$ cat config.mk
export PLATFORM = sky130hd
export DESIGN_NAME = perf_monitor_top
export DESIGN_NICKNAME = d
export VERILOG_FILES = /design/src/source/hpm_pkg.sv /design/src/source/hpm_counter.sv /design/src/source/hpm_event_capture.sv /design/src/source/hpm_wb_regs.sv /design/src/source/perf_monitor_top.sv
export VERILOG_INCLUDE_DIRS = /design/src /design/src/source
export SDC_FILE = /design/constraint.sdc
export NUM_CORES = 1
export LEC_CHECK = 0
export ABC_AREA = 1
export BUFFER_PORTS_ARGS = -buffer_cell sky130_fd_sc_hd__buf_2
export CAP_MARGIN = 25
export CORE_MARGIN = 2
export CORE_UTILIZATION = 52
export CTS_CLUSTER_DIAMETER = 100
export DETAILED_ROUTE_END_ITERATION = 10
export GPL_ROUTABILITY_DRIVEN = 0
export MAX_ROUTING_LAYER = met4
export PLACE_DENSITY = 0.69
export RECOVER_POWER = 25
export SYNTH_ARGS = -nofsm -noshare
export SYNTH_HDL_FRONTEND = slang
export SYNTH_SLANG_ARGS = --single-unit
$ cat constraint.sdc
create_clock -name clk_i -period 9.6 [get_ports clk_i]
set_clock_uncertainty 0.2 [all_clocks]
set_input_delay 0.48 -clock clk_i [delete_from_list [all_inputs] [get_ports clk_i]]
set_output_delay 0.48 -clock clk_i [all_outputs]
set_load 0.03 [all_outputs]
$ cat src/source/hpm_defs.svh
// Sizes, widths and the Wishbone register map of the performance monitor
// Included by the package and by every RTL file that needs a constant
`ifndef HPM_DEFS_SVH
`define HPM_DEFS_SVH

// --------------------------------------------------
// Sizes and widths
// --------------------------------------------------
`define HPM_NUM_COUNTERS      4       // Programmable counters
`define HPM_NUM_EVENTS        16      // Event lines, selector 0 is no event
`define HPM_CNT_WIDTH         32      // Counter width
`define WB_ADDR_WIDTH         8       // Byte address
`define WB_DATA_WIDTH         32

// --------------------------------------------------
// Register map, byte offsets
// --------------------------------------------------
`define HPM_ADDR_MCYCLE       8'h00   // Cycle counter
`define HPM_ADDR_INHIBIT      8'h04   // Bit 0 mcycle, bit 3+k counter k
`define HPM_ADDR_OVF          8'h08   // Overflow status, write 1 to clear
`define HPM_ADDR_IRQ_EN       8'h0C   // Overflow interrupt enables
`define HPM_ADDR_COUNTER_BASE 8'h10   // Counter k at base + 4*k
`define HPM_ADDR_EVSEL_BASE   8'h20   // Event selector k at base + 4*k
`define HPM_CNT_FIRST_BIT     3       // Counter 0 position in mask registers

`endif

$ cat src/source/hpm_pkg.sv
// Types shared by the performance monitor blocks
// Event flag groups, counter and bus word types, per-counter write command
package hpm_pkg;

`include "hpm_defs.svh"

    // --------------------------------------------------
    // Event flag groups
    // --------------------------------------------------
    typedef struct packed {
        logic branch_miss;   // Event 1
        logic is_branch;     // Event 2
        logic branch_taken;  // Event 3
        logic stall_if;      // Event 4
        logic stall_id;      // Event 5
        logic stall_exe;     // Event 6
        logic stall_wb;      // Event 7
        logic load_store;    // Event 8
    } core_events_t;

    typedef struct packed {
        logic icache_req;    // Event 9
        logic icache_miss;   // Event 10
        logic dcache_read;   // Event 11
        logic dcache_write;  // Event 12
        logic dcache_miss;   // Event 13
        logic itlb_miss;     // Event 14
        logic dtlb_miss;     // Event 15
        logic dcache_stall;  // Event 16
    } mem_events_t;

    // --------------------------------------------------
    // Vectors
    // --------------------------------------------------
    typedef logic [`HPM_NUM_EVENTS-1:0]             hpm_events_t;  // Bit i-1 is event i
    typedef logic [$clog2(`HPM_NUM_EVENTS+1)-1:0]   event_sel_t;
    typedef logic [`HPM_CNT_WIDTH-1:0]              hpm_cnt_t;
    typedef logic [`WB_ADDR_WIDTH-1:0]              wb_addr_t;
    typedef logic [`WB_DATA_WIDTH-1:0]              wb_data_t;
    typedef logic [`WB_DATA_WIDTH-1:0]              hpm_mask_t;

    // One counter's write command from the register block
    typedef struct packed {
        logic     cnt_we;    // Load count
        logic     sel_we;    // Load event selector
        wb_data_t data;
    } hpm_wr_t;

endpackage

$ cat src/source/hpm_counter.sv
// One programmable event counter with its selector, inhibit and wrap detect
// Loaded and programmed through the write command from the register block
`timescale 1ns/1ns

`include "hpm_defs.svh"

module hpm_counter (
    input  logic                  clk_i,
    input  logic                  rstn_i,
    input  hpm_pkg::hpm_events_t  events_i,
    input  logic                  inhibit_i,
    input  hpm_pkg::hpm_wr_t      wr_i,
    output hpm_pkg::hpm_cnt_t     count_o,
    output hpm_pkg::event_sel_t   sel_o,
    output logic                  ovf_o
);

    import hpm_pkg::*;

    localparam int IDX_W = $clog2(`HPM_NUM_EVENTS);

    event_sel_t       sel_q;
    hpm_cnt_t         count_q;
    logic             ovf_q;
    logic [IDX_W-1:0] sel_idx;    // Event line picked by the selector
    logic             sel_valid;  // Selector points at a real event
    logic             inc;

    // --------------------------------------------------
    // Event selection
    // --------------------------------------------------
    assign sel_idx   = IDX_W'(sel_q - 1'b1);
    assign sel_valid = (sel_q != '0) && (sel_q <= `HPM_NUM_EVENTS);
    assign inc       = sel_valid && events_i[sel_idx] && !inhibit_i;

    // --------------------------------------------------
    // Selector and count
    // --------------------------------------------------
    always_ff @(posedge clk_i or negedge rstn_i) begin
        if (!rstn_i) begin
            sel_q   <= '0;
            count_q <= '0;
            ovf_q   <= 1'b0;
        end else begin
            if (wr_i.sel_we) begin
                sel_q <= event_sel_t'(wr_i.data);      // Low 5 bits only
            end
            if (wr_i.cnt_we) begin
                count_q <= hpm_cnt_t'(wr_i.data);      // Write beats increment
            end else if (inc) begin
                count_q <= count_q + 1'b1;
            end
            // Pulse on the wrap edge
            ovf_q <= inc && !wr_i.cnt_we && (count_q == '1);
        end
    end

    assign count_o = count_q;
    assign sel_o   = sel_q;
    assign ovf_o   = ovf_q;

    // Overflow only right after an all-ones count
    assert property (@(posedge clk_i) disable iff (!rstn_i)
        ovf_q |-> ($past(count_q) == '1))
        else $error("hpm_counter: ovf without all-ones count");

endmodule

$ cat src/source/hpm_event_capture.sv
// Event capture stage, orders core and memory flags into the event numbering
// and registers them for one cycle ahead of the counters
`timescale 1ns/1ns

module hpm_event_capture (
    input  logic                   clk_i,
    input  logic                   rstn_i,
    input  hpm_pkg::core_events_t  core_events_i,
    input  hpm_pkg::mem_events_t   mem_events_i,
    output hpm_pkg::hpm_events_t   events_o
);

    import hpm_pkg::*;

    hpm_events_t events_d;  // Numbered event lines, unregistered
    hpm_events_t events_q;

    // --------------------------------------------------
    // Event numbering, bit i-1 is event i
    // --------------------------------------------------
    always_comb begin
        // Core events in the lower half
        events_d[0]  = core_events_i.branch_miss;   // 1
        events_d[1]  = core_events_i.is_branch;     // 2
        events_d[2]  = core_events_i.branch_taken;  // 3
        events_d[3]  = core_events_i.stall_if;      // 4
        events_d[4]  = core_events_i.stall_id;      // 5
        events_d[5]  = core_events_i.stall_exe;     // 6
        events_d[6]  = core_events_i.stall_wb;      // 7
        events_d[7]  = core_events_i.load_store;    // 8
        // Memory system events in the upper half
        events_d[8]  = mem_events_i.icache_req;     // 9
        events_d[9]  = mem_events_i.icache_miss;    // 10
        events_d[10] = mem_events_i.dcache_read;    // 11
        events_d[11] = mem_events_i.dcache_write;   // 12
        events_d[12] = mem_events_i.dcache_miss;    // 13
        events_d[13] = mem_events_i.itlb_miss;      // 14
        events_d[14] = mem_events_i.dtlb_miss;      // 15
        events_d[15] = mem_events_i.dcache_stall;   // 16
    end

    // --------------------------------------------------
    // Pipeline register
    // --------------------------------------------------
    // Breaks the path from the core flags to the counter adders. A new
    // set of flags is taken every cycle while the counters add the last one.
    always_ff @(posedge clk_i or negedge rstn_i) begin
        if (!rstn_i) begin
            events_q <= '0;              // Hard reset only
        end else begin
            events_q <= events_d;
        end
    end

    assign events_o = events_q;

endmodule

$ cat src/source/hpm_wb_regs.sv
// Wishbone classic slave for the counter bank, holds mcycle and the control
// registers, drives per-counter write commands and the overflow interrupt
`timescale 1ns/1ns

`include "hpm_defs.svh"

module hpm_wb_regs (
    input  logic                                               clk_i,
    input  logic                                               rstn_i,
    input  logic                                               wb_cyc_i,
    input  logic                                               wb_stb_i,
    input  logic                                               wb_we_i,
    input  hpm_pkg::wb_addr_t                                  wb_adr_i,
    input  hpm_pkg::wb_data_t                                  wb_dat_i,
    output hpm_pkg::wb_data_t                                  wb_dat_o,
    output logic                                               wb_ack_o,
    input  hpm_pkg::hpm_cnt_t   [`HPM_NUM_COUNTERS-1:0]        cnt_i,
    input  hpm_pkg::event_sel_t [`HPM_NUM_COUNTERS-1:0]        sel_i,
    input  logic                [`HPM_NUM_COUNTERS-1:0]        ovf_i,
    output hpm_pkg::hpm_wr_t    [`HPM_NUM_COUNTERS-1:0]        cnt_wr_o,
    output logic                [`HPM_NUM_COUNTERS-1:0]        inhibit_o,
    output logic                                               ovf_irq_o
);

    import hpm_pkg::*;

    localparam int NCNT = `HPM_NUM_COUNTERS;
    localparam int FB   = `HPM_CNT_FIRST_BIT;

    // Defined bits of the mask registers
    localparam hpm_mask_t CNT_MASK = hpm_mask_t'(((1 << NCNT) - 1) << FB);
    localparam hpm_mask_t INH_MASK = CNT_MASK | hpm_mask_t'(1);  // Plus mcycle

    logic      ack_q;
    wb_data_t  dat_q;
    logic      req;         // New request this cycle
    logic      wr_en;
    wb_addr_t  adr_word;    // Byte address with low two bits dropped
    wb_data_t  rd_data;
    hpm_cnt_t  mcycle_q;
    hpm_mask_t inhibit_q;
    hpm_mask_t ovf_q;
    hpm_mask_t irq_en_q;
    hpm_mask_t ovf_set;
    hpm_mask_t ovf_clr;
    logic      wr_mcycle;
    logic      wr_inhibit;
    logic      wr_ovf;
    logic      wr_irq_en;

    // --------------------------------------------------
    // Handshake and decode
    // --------------------------------------------------
    assign req      = wb_cyc_i && wb_stb_i && !ack_q;  // One ack per access
    assign wr_en    = req && wb_we_i;
    assign adr_word = {wb_adr_i[`WB_ADDR_WIDTH-1:2], 2'b00};

    assign wr_mcycle  = wr_en && (adr_word == `HPM_ADDR_MCYCLE);
    assign wr_inhibit = wr_en && (adr_word == `HPM_ADDR_INHIBIT);
    assign wr_ovf     = wr_en && (adr_word == `HPM_ADDR_OVF);
    assign wr_irq_en  = wr_en && (adr_word == `HPM_ADDR_IRQ_EN);

    always_comb begin
        for (int k = 0; k < NCNT; k++) begin
            cnt_wr_o[k].cnt_we = wr_en &&
                (adr_word == wb_addr_t'(`HPM_ADDR_COUNTER_BASE + 4 * k));
            cnt_wr_o[k].sel_we = wr_en &&
                (adr_word == wb_addr_t'(`HPM_ADDR_EVSEL_BASE + 4 * k));
            cnt_wr_o[k].data   = wb_dat_i;  // Loaded unchanged
        end
    end

    // --------------------------------------------------
    // Read multiplexer
    // --------------------------------------------------
    always_comb begin
        rd_data = '0;                       // Unmapped reads 0
        case (adr_word)
            `HPM_ADDR_MCYCLE:  rd_data = wb_data_t'(mcycle_q);
            `HPM_ADDR_INHIBIT: rd_data = inhibit_q;
            `HPM_ADDR_OVF:     rd_data = ovf_q;
            `HPM_ADDR_IRQ_EN:  rd_data = irq_en_q;
            default:           rd_data = '0;
        endcase
        for (int k = 0; k < NCNT; k++) begin
            if (adr_word == wb_addr_t'(`HPM_ADDR_COUNTER_BASE + 4 * k)) begin
                rd_data = wb_data_t'(cnt_i[k]);
            end
            if (adr_word == wb_addr_t'(`HPM_ADDR_EVSEL_BASE + 4 * k)) begin
                rd_data = wb_data_t'(sel_i[k]);   // Zero extended
            end
        end
    end

    always_ff @(posedge clk_i or negedge rstn_i) begin
        if (!rstn_i) begin
            ack_q <= 1'b0;
            dat_q <= '0;
        end else begin
            ack_q <= req;
            dat_q <= (req && !wb_we_i) ? rd_data : '0;  // Valid with ack
        end
    end

    // --------------------------------------------------
    // Cycle counter and control registers
    // --------------------------------------------------
    assign ovf_set = hpm_mask_t'(ovf_i) << FB;
    assign ovf_clr = wr_ovf ? (wb_dat_i & CNT_MASK) : '0;

    always_ff @(posedge clk_i or negedge rstn_i) begin
        if (!rstn_i) begin
            mcycle_q  <= '0;
            inhibit_q <= '0;
            ovf_q     <= '0;
            irq_en_q  <= '0;
        end else begin
            if (wr_mcycle) begin
                mcycle_q <= hpm_cnt_t'(wb_dat_i);
            end else if (!inhibit_q[0]) begin
                mcycle_q <= mcycle_q + 1'b1;     // Free running cycles
            end
            if (wr_inhibit) begin
                inhibit_q <= wb_dat_i & INH_MASK;
            end
            if (wr_irq_en) begin
                irq_en_q <= wb_dat_i & CNT_MASK;
            end
            ovf_q <= (ovf_q & ~ovf_clr) | ovf_set;  // Set beats clear
        end
    end

    assign inhibit_o = inhibit_q[FB +: NCNT];
    assign ovf_irq_o = |(ovf_q & irq_en_q);
    assign wb_ack_o  = ack_q;
    assign wb_dat_o  = dat_q;

    // Master keeps the request up until it sees ack
    assert property (@(posedge clk_i) disable iff (!rstn_i)
        ack_q |-> (wb_cyc_i && wb_stb_i))
        else $error("hpm_wb_regs: ack without cyc and stb");

    assert property (@(posedge clk_i) disable iff (!rstn_i)
        ack_q |=> !ack_q)
        else $error("hpm_wb_regs: ack held for two cycles");

endmodule

$ cat src/source/perf_monitor_top.sv
// Top of the hardware performance monitor
// Event capture, the counter bank and the Wishbone register block
`timescale 1ns/1ns

`include "hpm_defs.svh"

module perf_monitor_top (
    input  logic                  clk_i,
    input  logic                  rstn_i,
    input  logic                  soft_rstn_i,
    input  hpm_pkg::core_events_t core_events_i,
    input  hpm_pkg::mem_events_t  mem_events_i,
    input  logic                  wb_cyc_i,
    input  logic                  wb_stb_i,
    input  logic                  wb_we_i,
    input  hpm_pkg::wb_addr_t     wb_adr_i,
    input  hpm_pkg::wb_data_t     wb_dat_i,
    output hpm_pkg::wb_data_t     wb_dat_o,
    output logic                  wb_ack_o,
    output logic                  ovf_irq_o
);

    import hpm_pkg::*;

    logic                                tile_rstn;  // Hard and soft reset
    hpm_events_t                         events_q;
    hpm_cnt_t   [`HPM_NUM_COUNTERS-1:0]  cnt;
    event_sel_t [`HPM_NUM_COUNTERS-1:0]  sel;
    logic       [`HPM_NUM_COUNTERS-1:0]  ovf;
    hpm_wr_t    [`HPM_NUM_COUNTERS-1:0]  cnt_wr;
    logic       [`HPM_NUM_COUNTERS-1:0]  inhibit;

    assign tile_rstn = rstn_i & soft_rstn_i;

    // --------------------------------------------------
    // Event capture, hard reset only
    // --------------------------------------------------
    hpm_event_capture event_capture_inst (
        .clk_i         (clk_i),
        .rstn_i        (rstn_i),
        .core_events_i (core_events_i),
        .mem_events_i  (mem_events_i),
        .events_o      (events_q)
    );

    // --------------------------------------------------
    // Counter bank
    // --------------------------------------------------
    for (genvar k = 0; k < `HPM_NUM_COUNTERS; k++) begin : gen_counter
        hpm_counter counter_inst (
            .clk_i     (clk_i),
            .rstn_i    (tile_rstn),
            .events_i  (events_q),
            .inhibit_i (inhibit[k]),
            .wr_i      (cnt_wr[k]),
            .count_o   (cnt[k]),
            .sel_o     (sel[k]),
            .ovf_o     (ovf[k])
        );
    end

    // --------------------------------------------------
    // Register block
    // --------------------------------------------------
    hpm_wb_regs wb_regs_inst (
        .clk_i     (clk_i),
        .rstn_i    (tile_rstn),
        .wb_cyc_i  (wb_cyc_i),
        .wb_stb_i  (wb_stb_i),
        .wb_we_i   (wb_we_i),
        .wb_adr_i  (wb_adr_i),
        .wb_dat_i  (wb_dat_i),
        .wb_dat_o  (wb_dat_o),
        .wb_ack_o  (wb_ack_o),
        .cnt_i     (cnt),
        .sel_i     (sel),
        .ovf_i     (ovf),
        .cnt_wr_o  (cnt_wr),
        .inhibit_o (inhibit),
        .ovf_irq_o (ovf_irq_o)
    );

endmodule

# Word level (Yosys, flattened, before mapping)

Cells that the tools add are included.

Register bits after elaboration: 274
Output and inout bits: 34
Word-level logic and storage cells: 142

Add/subtract/negate cells: 9
Magnitude comparators: 8
Eq/ne operators: 16
Mux-type cells: 29
Bitwise operators: 5
Reduce and logical (&&, ||, !) cells: 56

Operators with widths:

| operator                                            | number |
|---|---|
| two-way mux 32 bit                                  | 19 |
| adder 32 x 1 -> 32 bit (second input constant)      | 5 |
| == test 32 bit (second input constant)              | 4 |
| one-hot mux 32 bit (4 select lines)                 | 1 |
| logical AND 1 bit                                   | 36 |
| AND 32 bit                                          | 1 |
| AND 32 x 7 -> 32 bit                                | 1 |
| NOT 32 bit                                          | 1 |
| OR 32 x 7 -> 32 bit                                 | 1 |
| OR reduction 32 bit                                 | 1 |
| == test 6 x 3 -> 1 bit (second input constant)      | 4 |
| == test 6 x 4 -> 1 bit (second input constant)      | 4 |
| <= comparator 5 bit (second input constant)         | 4 |
| < comparator 4 x 5 -> 1 bit (second input constant) | 4 |
| nonzero test 5 bit                                  | 4 |
| binary-select mux 1 bit (select 4 bit)              | 4 |
| subtractor 4 x 1 -> 4 bit (second input constant)   | 4 |
| == test 6 x 2 -> 1 bit (second input constant)      | 2 |
| zero test 1 bit                                     | 10 |
| zero test 8 bit                                     | 1 |
| nonzero test 2 bit                                  | 4 |
| two-way mux 7 bit                                   | 1 |
| == test 6 x 1 -> 1 bit (second input constant)      | 1 |
| two-way mux 1 bit                                   | 4 |
| other kinds (2)                                     | 2 |

# Logic depth before layout (Yosys ltp)

Depth after elaboration: 11
Depth in mapped cells: 16

# Cells and area by module

A second synthesis with hierarchy kept.

Cell total of the unflattened synthesis: 2976
Area, all modules: 19049.5 um^2

Modules (own cells, without submodules):

| module            | instances | cells each | area an instance (um^2) |
|---|---|---|---|
| hpm_counter       | 4         | 527        | 3113.0 |
| hpm_wb_regs       | 1         | 850        | 6189.7 |
| hpm_event_capture | 1         | 16         | 400.4 |
| perf_monitor_top  | 1         | 2          | 7.5 |

# Least setup slack after synthesis

Ideal clock, no wire load.

Kind: register to register
Start point: register gen_counter[3].counter_inst.sel_q[0]
End point: register gen_counter[3].counter_inst.count_q[26]
Arrival time: 1909 ps
Required time: 9284 ps
Slack: 7375 ps
Cell stages (with the launch flop): 17
Buffers on the path: 4
Clock period less this slack: 2225 ps
Cell sequence: dfrtp_1 > buf_4 > inv_2 > buf_6 > ha_1 > inv_1 > o21ai_0 > a21oi_1 > a21oi_1 > nand2_1 > nand3b_1 > nand3_1 > nand2_2 > buf_6 > buf_6 > nand2_1 > nand2_1

Word-level cells in the longest chain between the ends: 6
Elaborated cells between the ends (all ways): 9
Classes of those cells: add/sub (1); order compare (1); mux (2); reduce/logical (5)

RTL lines:

| element                                 | line              | source |
|---|---|---|
| start: declaration                      | hpm_counter.sv:22 | `event_sel_t sel_q;` |
| start signal: assignment                | hpm_counter.sv:46 | `sel_q <= event_sel_t'(wr_i.data);` |
| subtractor 4 x 1 -> 4 bit               | hpm_counter.sv:32 | `assign sel_idx = IDX_W'(sel_q - 1'b1);` |
| binary-select mux 1 bit (select 4 bit)  | hpm_counter.sv:34 | `assign inc = sel_valid && events_i[sel_idx] && !inhibit_i;` |
| two-way mux 1 bit (not written as such) | hpm_counter.sv:34 |  |
| logical AND 1 bit * (2 in series)       | hpm_counter.sv:34 |  |
| nonzero test 2 bit (no source line) *   | n/a               |  |
| end signal: assignment                  | hpm_counter.sv:49 | `count_q <= hpm_cnt_t'(wr_i.data);` |
| end signal: assignment                  | hpm_counter.sv:51 | `count_q <= count_q + 1'b1;` |
| end: declaration                        | hpm_counter.sv:23 | `hpm_cnt_t count_q;` |

Mark *: on every way between the ends. The rest lies on a longest branch, timed or not. The select of a mux whose other input is x is not followed.
A chain may end at the register's enable or synchronous reset.

==> flow_metrics.tcl <==
set metrics [dict create \
    status "complete, but fails checks" \
    violations "capacitance limit, slew limit" \
    antenna_found_initial 0 \
    combinationalPowerShare_pct 22.8 \
    cts_setup_buffers 0 \
    netSwitchingFraction_pct 35.30 \
    synth_area_per_cell_sq_um 7.116 \
    worst_pin_slew_ps 4378 \
    cts_made_buffers 29 \
    maxCapViolations 1 \
    postCtsResizedCells 0 \
    synthCells 2306 \
    synthAdderAreaFrac_pct 0.6862 \
    wl_um 56420 \
    power.static_leakage_nw 7.953 \
    wl_per_cell_um 20.07 \
    synth_seq_cells 246 \
    tns_ps 0 \
    insertion_delay_ps 570 \
    clock-sinks 246 \
    grt_pass1_vias 15340 \
    use_met3_pct 6.699 \
    drtIter0Drc 2040 \
    ys_types 49 \
    worst_ir_drop_vdd_mv 0.1866 \
    cp.arrival_ps 5440 \
    die_h_um 181.6 \
    critPathLaunchType "input pin" \
    synthXorXnorAreaFrac_pct 8.059 \
    cts_tree "done" \
    seq_area_frac_synth_pct 37.51 \
    grt_remaining_overflow 0 \
    clockRootBuffer "clkbuf_16" \
    endpoint_kind "async pin" \
    rsz0062_at_grt "false" \
    synth-edff-count 0 \
    synth_compound_area_share_pct 12.74 \
    drtPass1Iterations 6 \
    fin_crit_ps 5079 \
    p_per_area_nw_per_um2 188.5 \
    setup_viol 0 \
    dp.cells 2727 \
    grt-busiest-layer "met2" \
    synth_top_family_by_area "simple AND/OR/NAND/NOR gates" \
    period_share_pct 52.91 \
    grt.total_usage_pct 35.14 \
    drive_gt1_share_pct 8.721 \
    syn_area_sq_um 16410 \
    syn_to_final_growth_pct 11.41 \
    grt_pass1_wl_um 87190 \
    floorplan.io_pins 96 \
    internal_power_mw 2.230 \
    hold_viol_final 0 \
    critPathMaxStageDelay_ps 2450 \
    grt_max_degree 89 \
    cp_slowest_cell "clkinvlp_2" \
    max_freq_ghz 0.1969 \
    drc 0 \
    cts_max_path_buffers 3 \
    dieArea_sq_um 32990 \
    switchingPower_mw 1.216 \
    final_area_sq_um 18280 \
    vias_per_cell 5.905 \
    syn-num-nets 2377 \
    post-dp-hpwl_um 41820 \
    holdWs_ps 26.34 \
    cts_max_level 1 \
    placed_area_sq_um 16970 \
    critPathKind "input pin to async pin" \
    hold_class "input pin to register" \
    relSlewSlack_pct -193.4 \
    muxShareOfSynthArea_pct 0 \
    async_flop_share_pct 100.0 \
    p_seq_share_pct 42.9 \
    cp_cell_sequence "dlygate4sd3_1 > clkbuf_1 > nand2_1 > clkinvlp_2 > buf_4" \
    drtAntennaViolNets 0 \
    io_buffers 93 \
    synth_ff_type "dfrtp_1" \
    clkPwrFrac_pct 34.3 \
    instances_no_fill 2811 \
    rows 65 \
    die_w_um 181.6 \
    fp.coreArea_sq_um 31310 \
    start_util_pct 52.41 \
    cp_max_fo 88 \
    ys_warn_count 0 \
    use_met1_pct 46.62 \
    synthSimpleGateAreaFrac_pct 32.99 \
    fin_util_pct 58.39 \
    vias 16600 \
    clk_pin_slew_ps 60 \
    grtUsageMet2_pct 52.34 \
    final_nets 2458 \
    slew_violations 89 \
    cp.required_ps 9960 \
]
logic make-up after synthesis:
family,after synthesis
AND/OR/NAND/NOR,1231
buffers and inverters,310
AO/OA/AOI/OAI,359
XOR/XNOR,151
adder cells (fa/ha/maj),9
flip-flops,246
path summary, 6_finish.rpt:
check                                                  start                                      end  slack (ps)  cells past startpoint
max                                                   rstn_i  gen_counter[0].counter_inst.count_o[19]        4520                      5
min                                             wb_dat_i[18]  gen_counter[1].counter_inst.count_o[18]          30                      3
max reg2reg                            wb_regs_inst.wb_ack_o  gen_counter[2].counter_inst.count_o[25]        5870                      8
min reg2reg                gen_counter[2].counter_inst.ovf_o                    wb_regs_inst.ovf_q[5]         250                      1
max in group clk_i                                  wb_cyc_i  gen_counter[2].counter_inst.count_o[25]        5760                     11
min in group asynchronous                             rstn_i          event_capture_inst.events_o[10]         340                      2
power by group through the flow:
stage	Sequential, mW	Combinational, mW	Clock [mW]
finish	1.48	0.786	1.18
global route	1.50	0.884	1.24
CTS	1.47	0.773	1.19
detailed placement	1.48	0.759	0
global placement	1.48	0.735	0
floorplan	1.40	0.611	0
layer usage:
| metal | part of all wire (%) | up-vias |
|---|---|---|
| met5 | 0 | - |
| met2 | 44 | 870 |
| li1 | - | 7691 |
| met4 | 5.3 | 0 |
| met3 | 11 | 166 |
| met1 | 40 | 7871 |
worst max-delay path, delay by kind of cell:
kind                   cells  cell delay [ps]
and+or+nand+nor            1              150
buffers and inverters      4             4640
cells in the final DEF, fill, tap and decap left out, drive strengths merged, types with 2 or more instances in the layout:
cell	n
clkbuf	75
a41oi	2
a221oi	6
buf	65
o21bai	3
nand2	768
nor2	183
o211ai	20
o221ai	20
nor3b	5
ha	9
inv	229
bufinv	4
nor3	68
o21ai	200
nand3b	6
a22oi	4
dlygate4sd3	29
nand4	40
a31oi	20
clkinv	5
nand3	142
xor2	121
a21oi	57
xnor2	30
nor4	14
and3	4
o22ai	21
a21o	2
a211oi	2
dfrtp	246
clkinvlp	5
synth_stat cells (6+ instances only):
| cell type | n | area (sq um) |
|---|---|---|
| a21oi_1 | 57 | 285.3 |
| a221oi_1 | 6 | 52.55 |
| a31oi_1 | 20 | 125.1 |
| buf_2 | 36 | 180.2 |
| buf_4 | 10 | 75.07 |
| buf_6 | 9 | 101.4 |
| clkbuf_1 | 18 | 67.56 |
| dfrtp_1 | 246 | 6156 |
| ha_1 | 9 | 112.6 |
| inv_1 | 212 | 795.8 |
| inv_2 | 18 | 67.56 |
| nand2_1 | 757 | 2841 |
| nand2_2 | 10 | 62.56 |
| nand3_1 | 134 | 670.6 |
| nand3_2 | 6 | 60.06 |
| nand3b_1 | 6 | 45.04 |
| nand4_1 | 40 | 250.2 |
| nor2_1 | 147 | 551.8 |
| nor2_2 | 22 | 137.6 |
| nor2_4 | 11 | 123.9 |
| nor3_1 | 57 | 285.3 |
| nor3_2 | 10 | 100.1 |
| nor4_1 | 13 | 81.33 |
| o211ai_1 | 18 | 135.1 |
| o21ai_0 | 146 | 730.7 |
| o21ai_1 | 43 | 215.2 |
| o21ai_2 | 11 | 96.34 |
| o221ai_1 | 20 | 175.2 |
| o22ai_1 | 21 | 131.4 |
| xnor2_1 | 30 | 262.8 |
| xor2_1 | 121 | 1060 |
area by class of cell:
| class | instances | area [sq um] |
|---|---|---|
| Fill cell | 2882 | 13030 |
| Multi-Input combinational cell | 1750 | 8935 |
| Sequential cell | 246 | 6156 |
| Inverter | 233 | 875.8 |
| Clock buffer | 42 | 854.6 |
| Timing Repair Buffer | 127 | 790.8 |
| Tap cell | 402 | 503.0 |
| Clock inverter | 10 | 163.9 |
| Antenna cell | 1 | 2.502 |
registers in the layout, summed over array words and instances (netlist names), 4 cells and up:
name	cells
gen_counter.counter_inst.count_o	128
wb_regs_inst.mcycle_q	32
wb_regs_inst.wb_dat_o	32
gen_counter.counter_inst.sel_o	20
event_capture_inst.events_o	16
wb_regs_inst.inhibit_q	5
gen_counter.counter_inst.ovf_o	4
wb_regs_inst.irq_en_q	4
wb_regs_inst.ovf_q	4
timing repair:
action / 4_1_cts / 5_1_grt
endpoints found under the setup margin: 0 / 0
hold buffers: 29 / 0
hold endpoints to repair: 134 / 0
stage by stage:
| step | total power [mW] | worst slack, ps |
|---|---|---|
| floorplan | 2.010 | 2593 |
| global placement | 2.210 | 5594 |
| detailed placement | 2.241 | 5500 |
| CTS | 3.431 | 5973 |
| global route | 3.622 | 3670 |
| finish | 3.446 | 4521 |
Note: power is estimated with default switching activity, not from simulation.
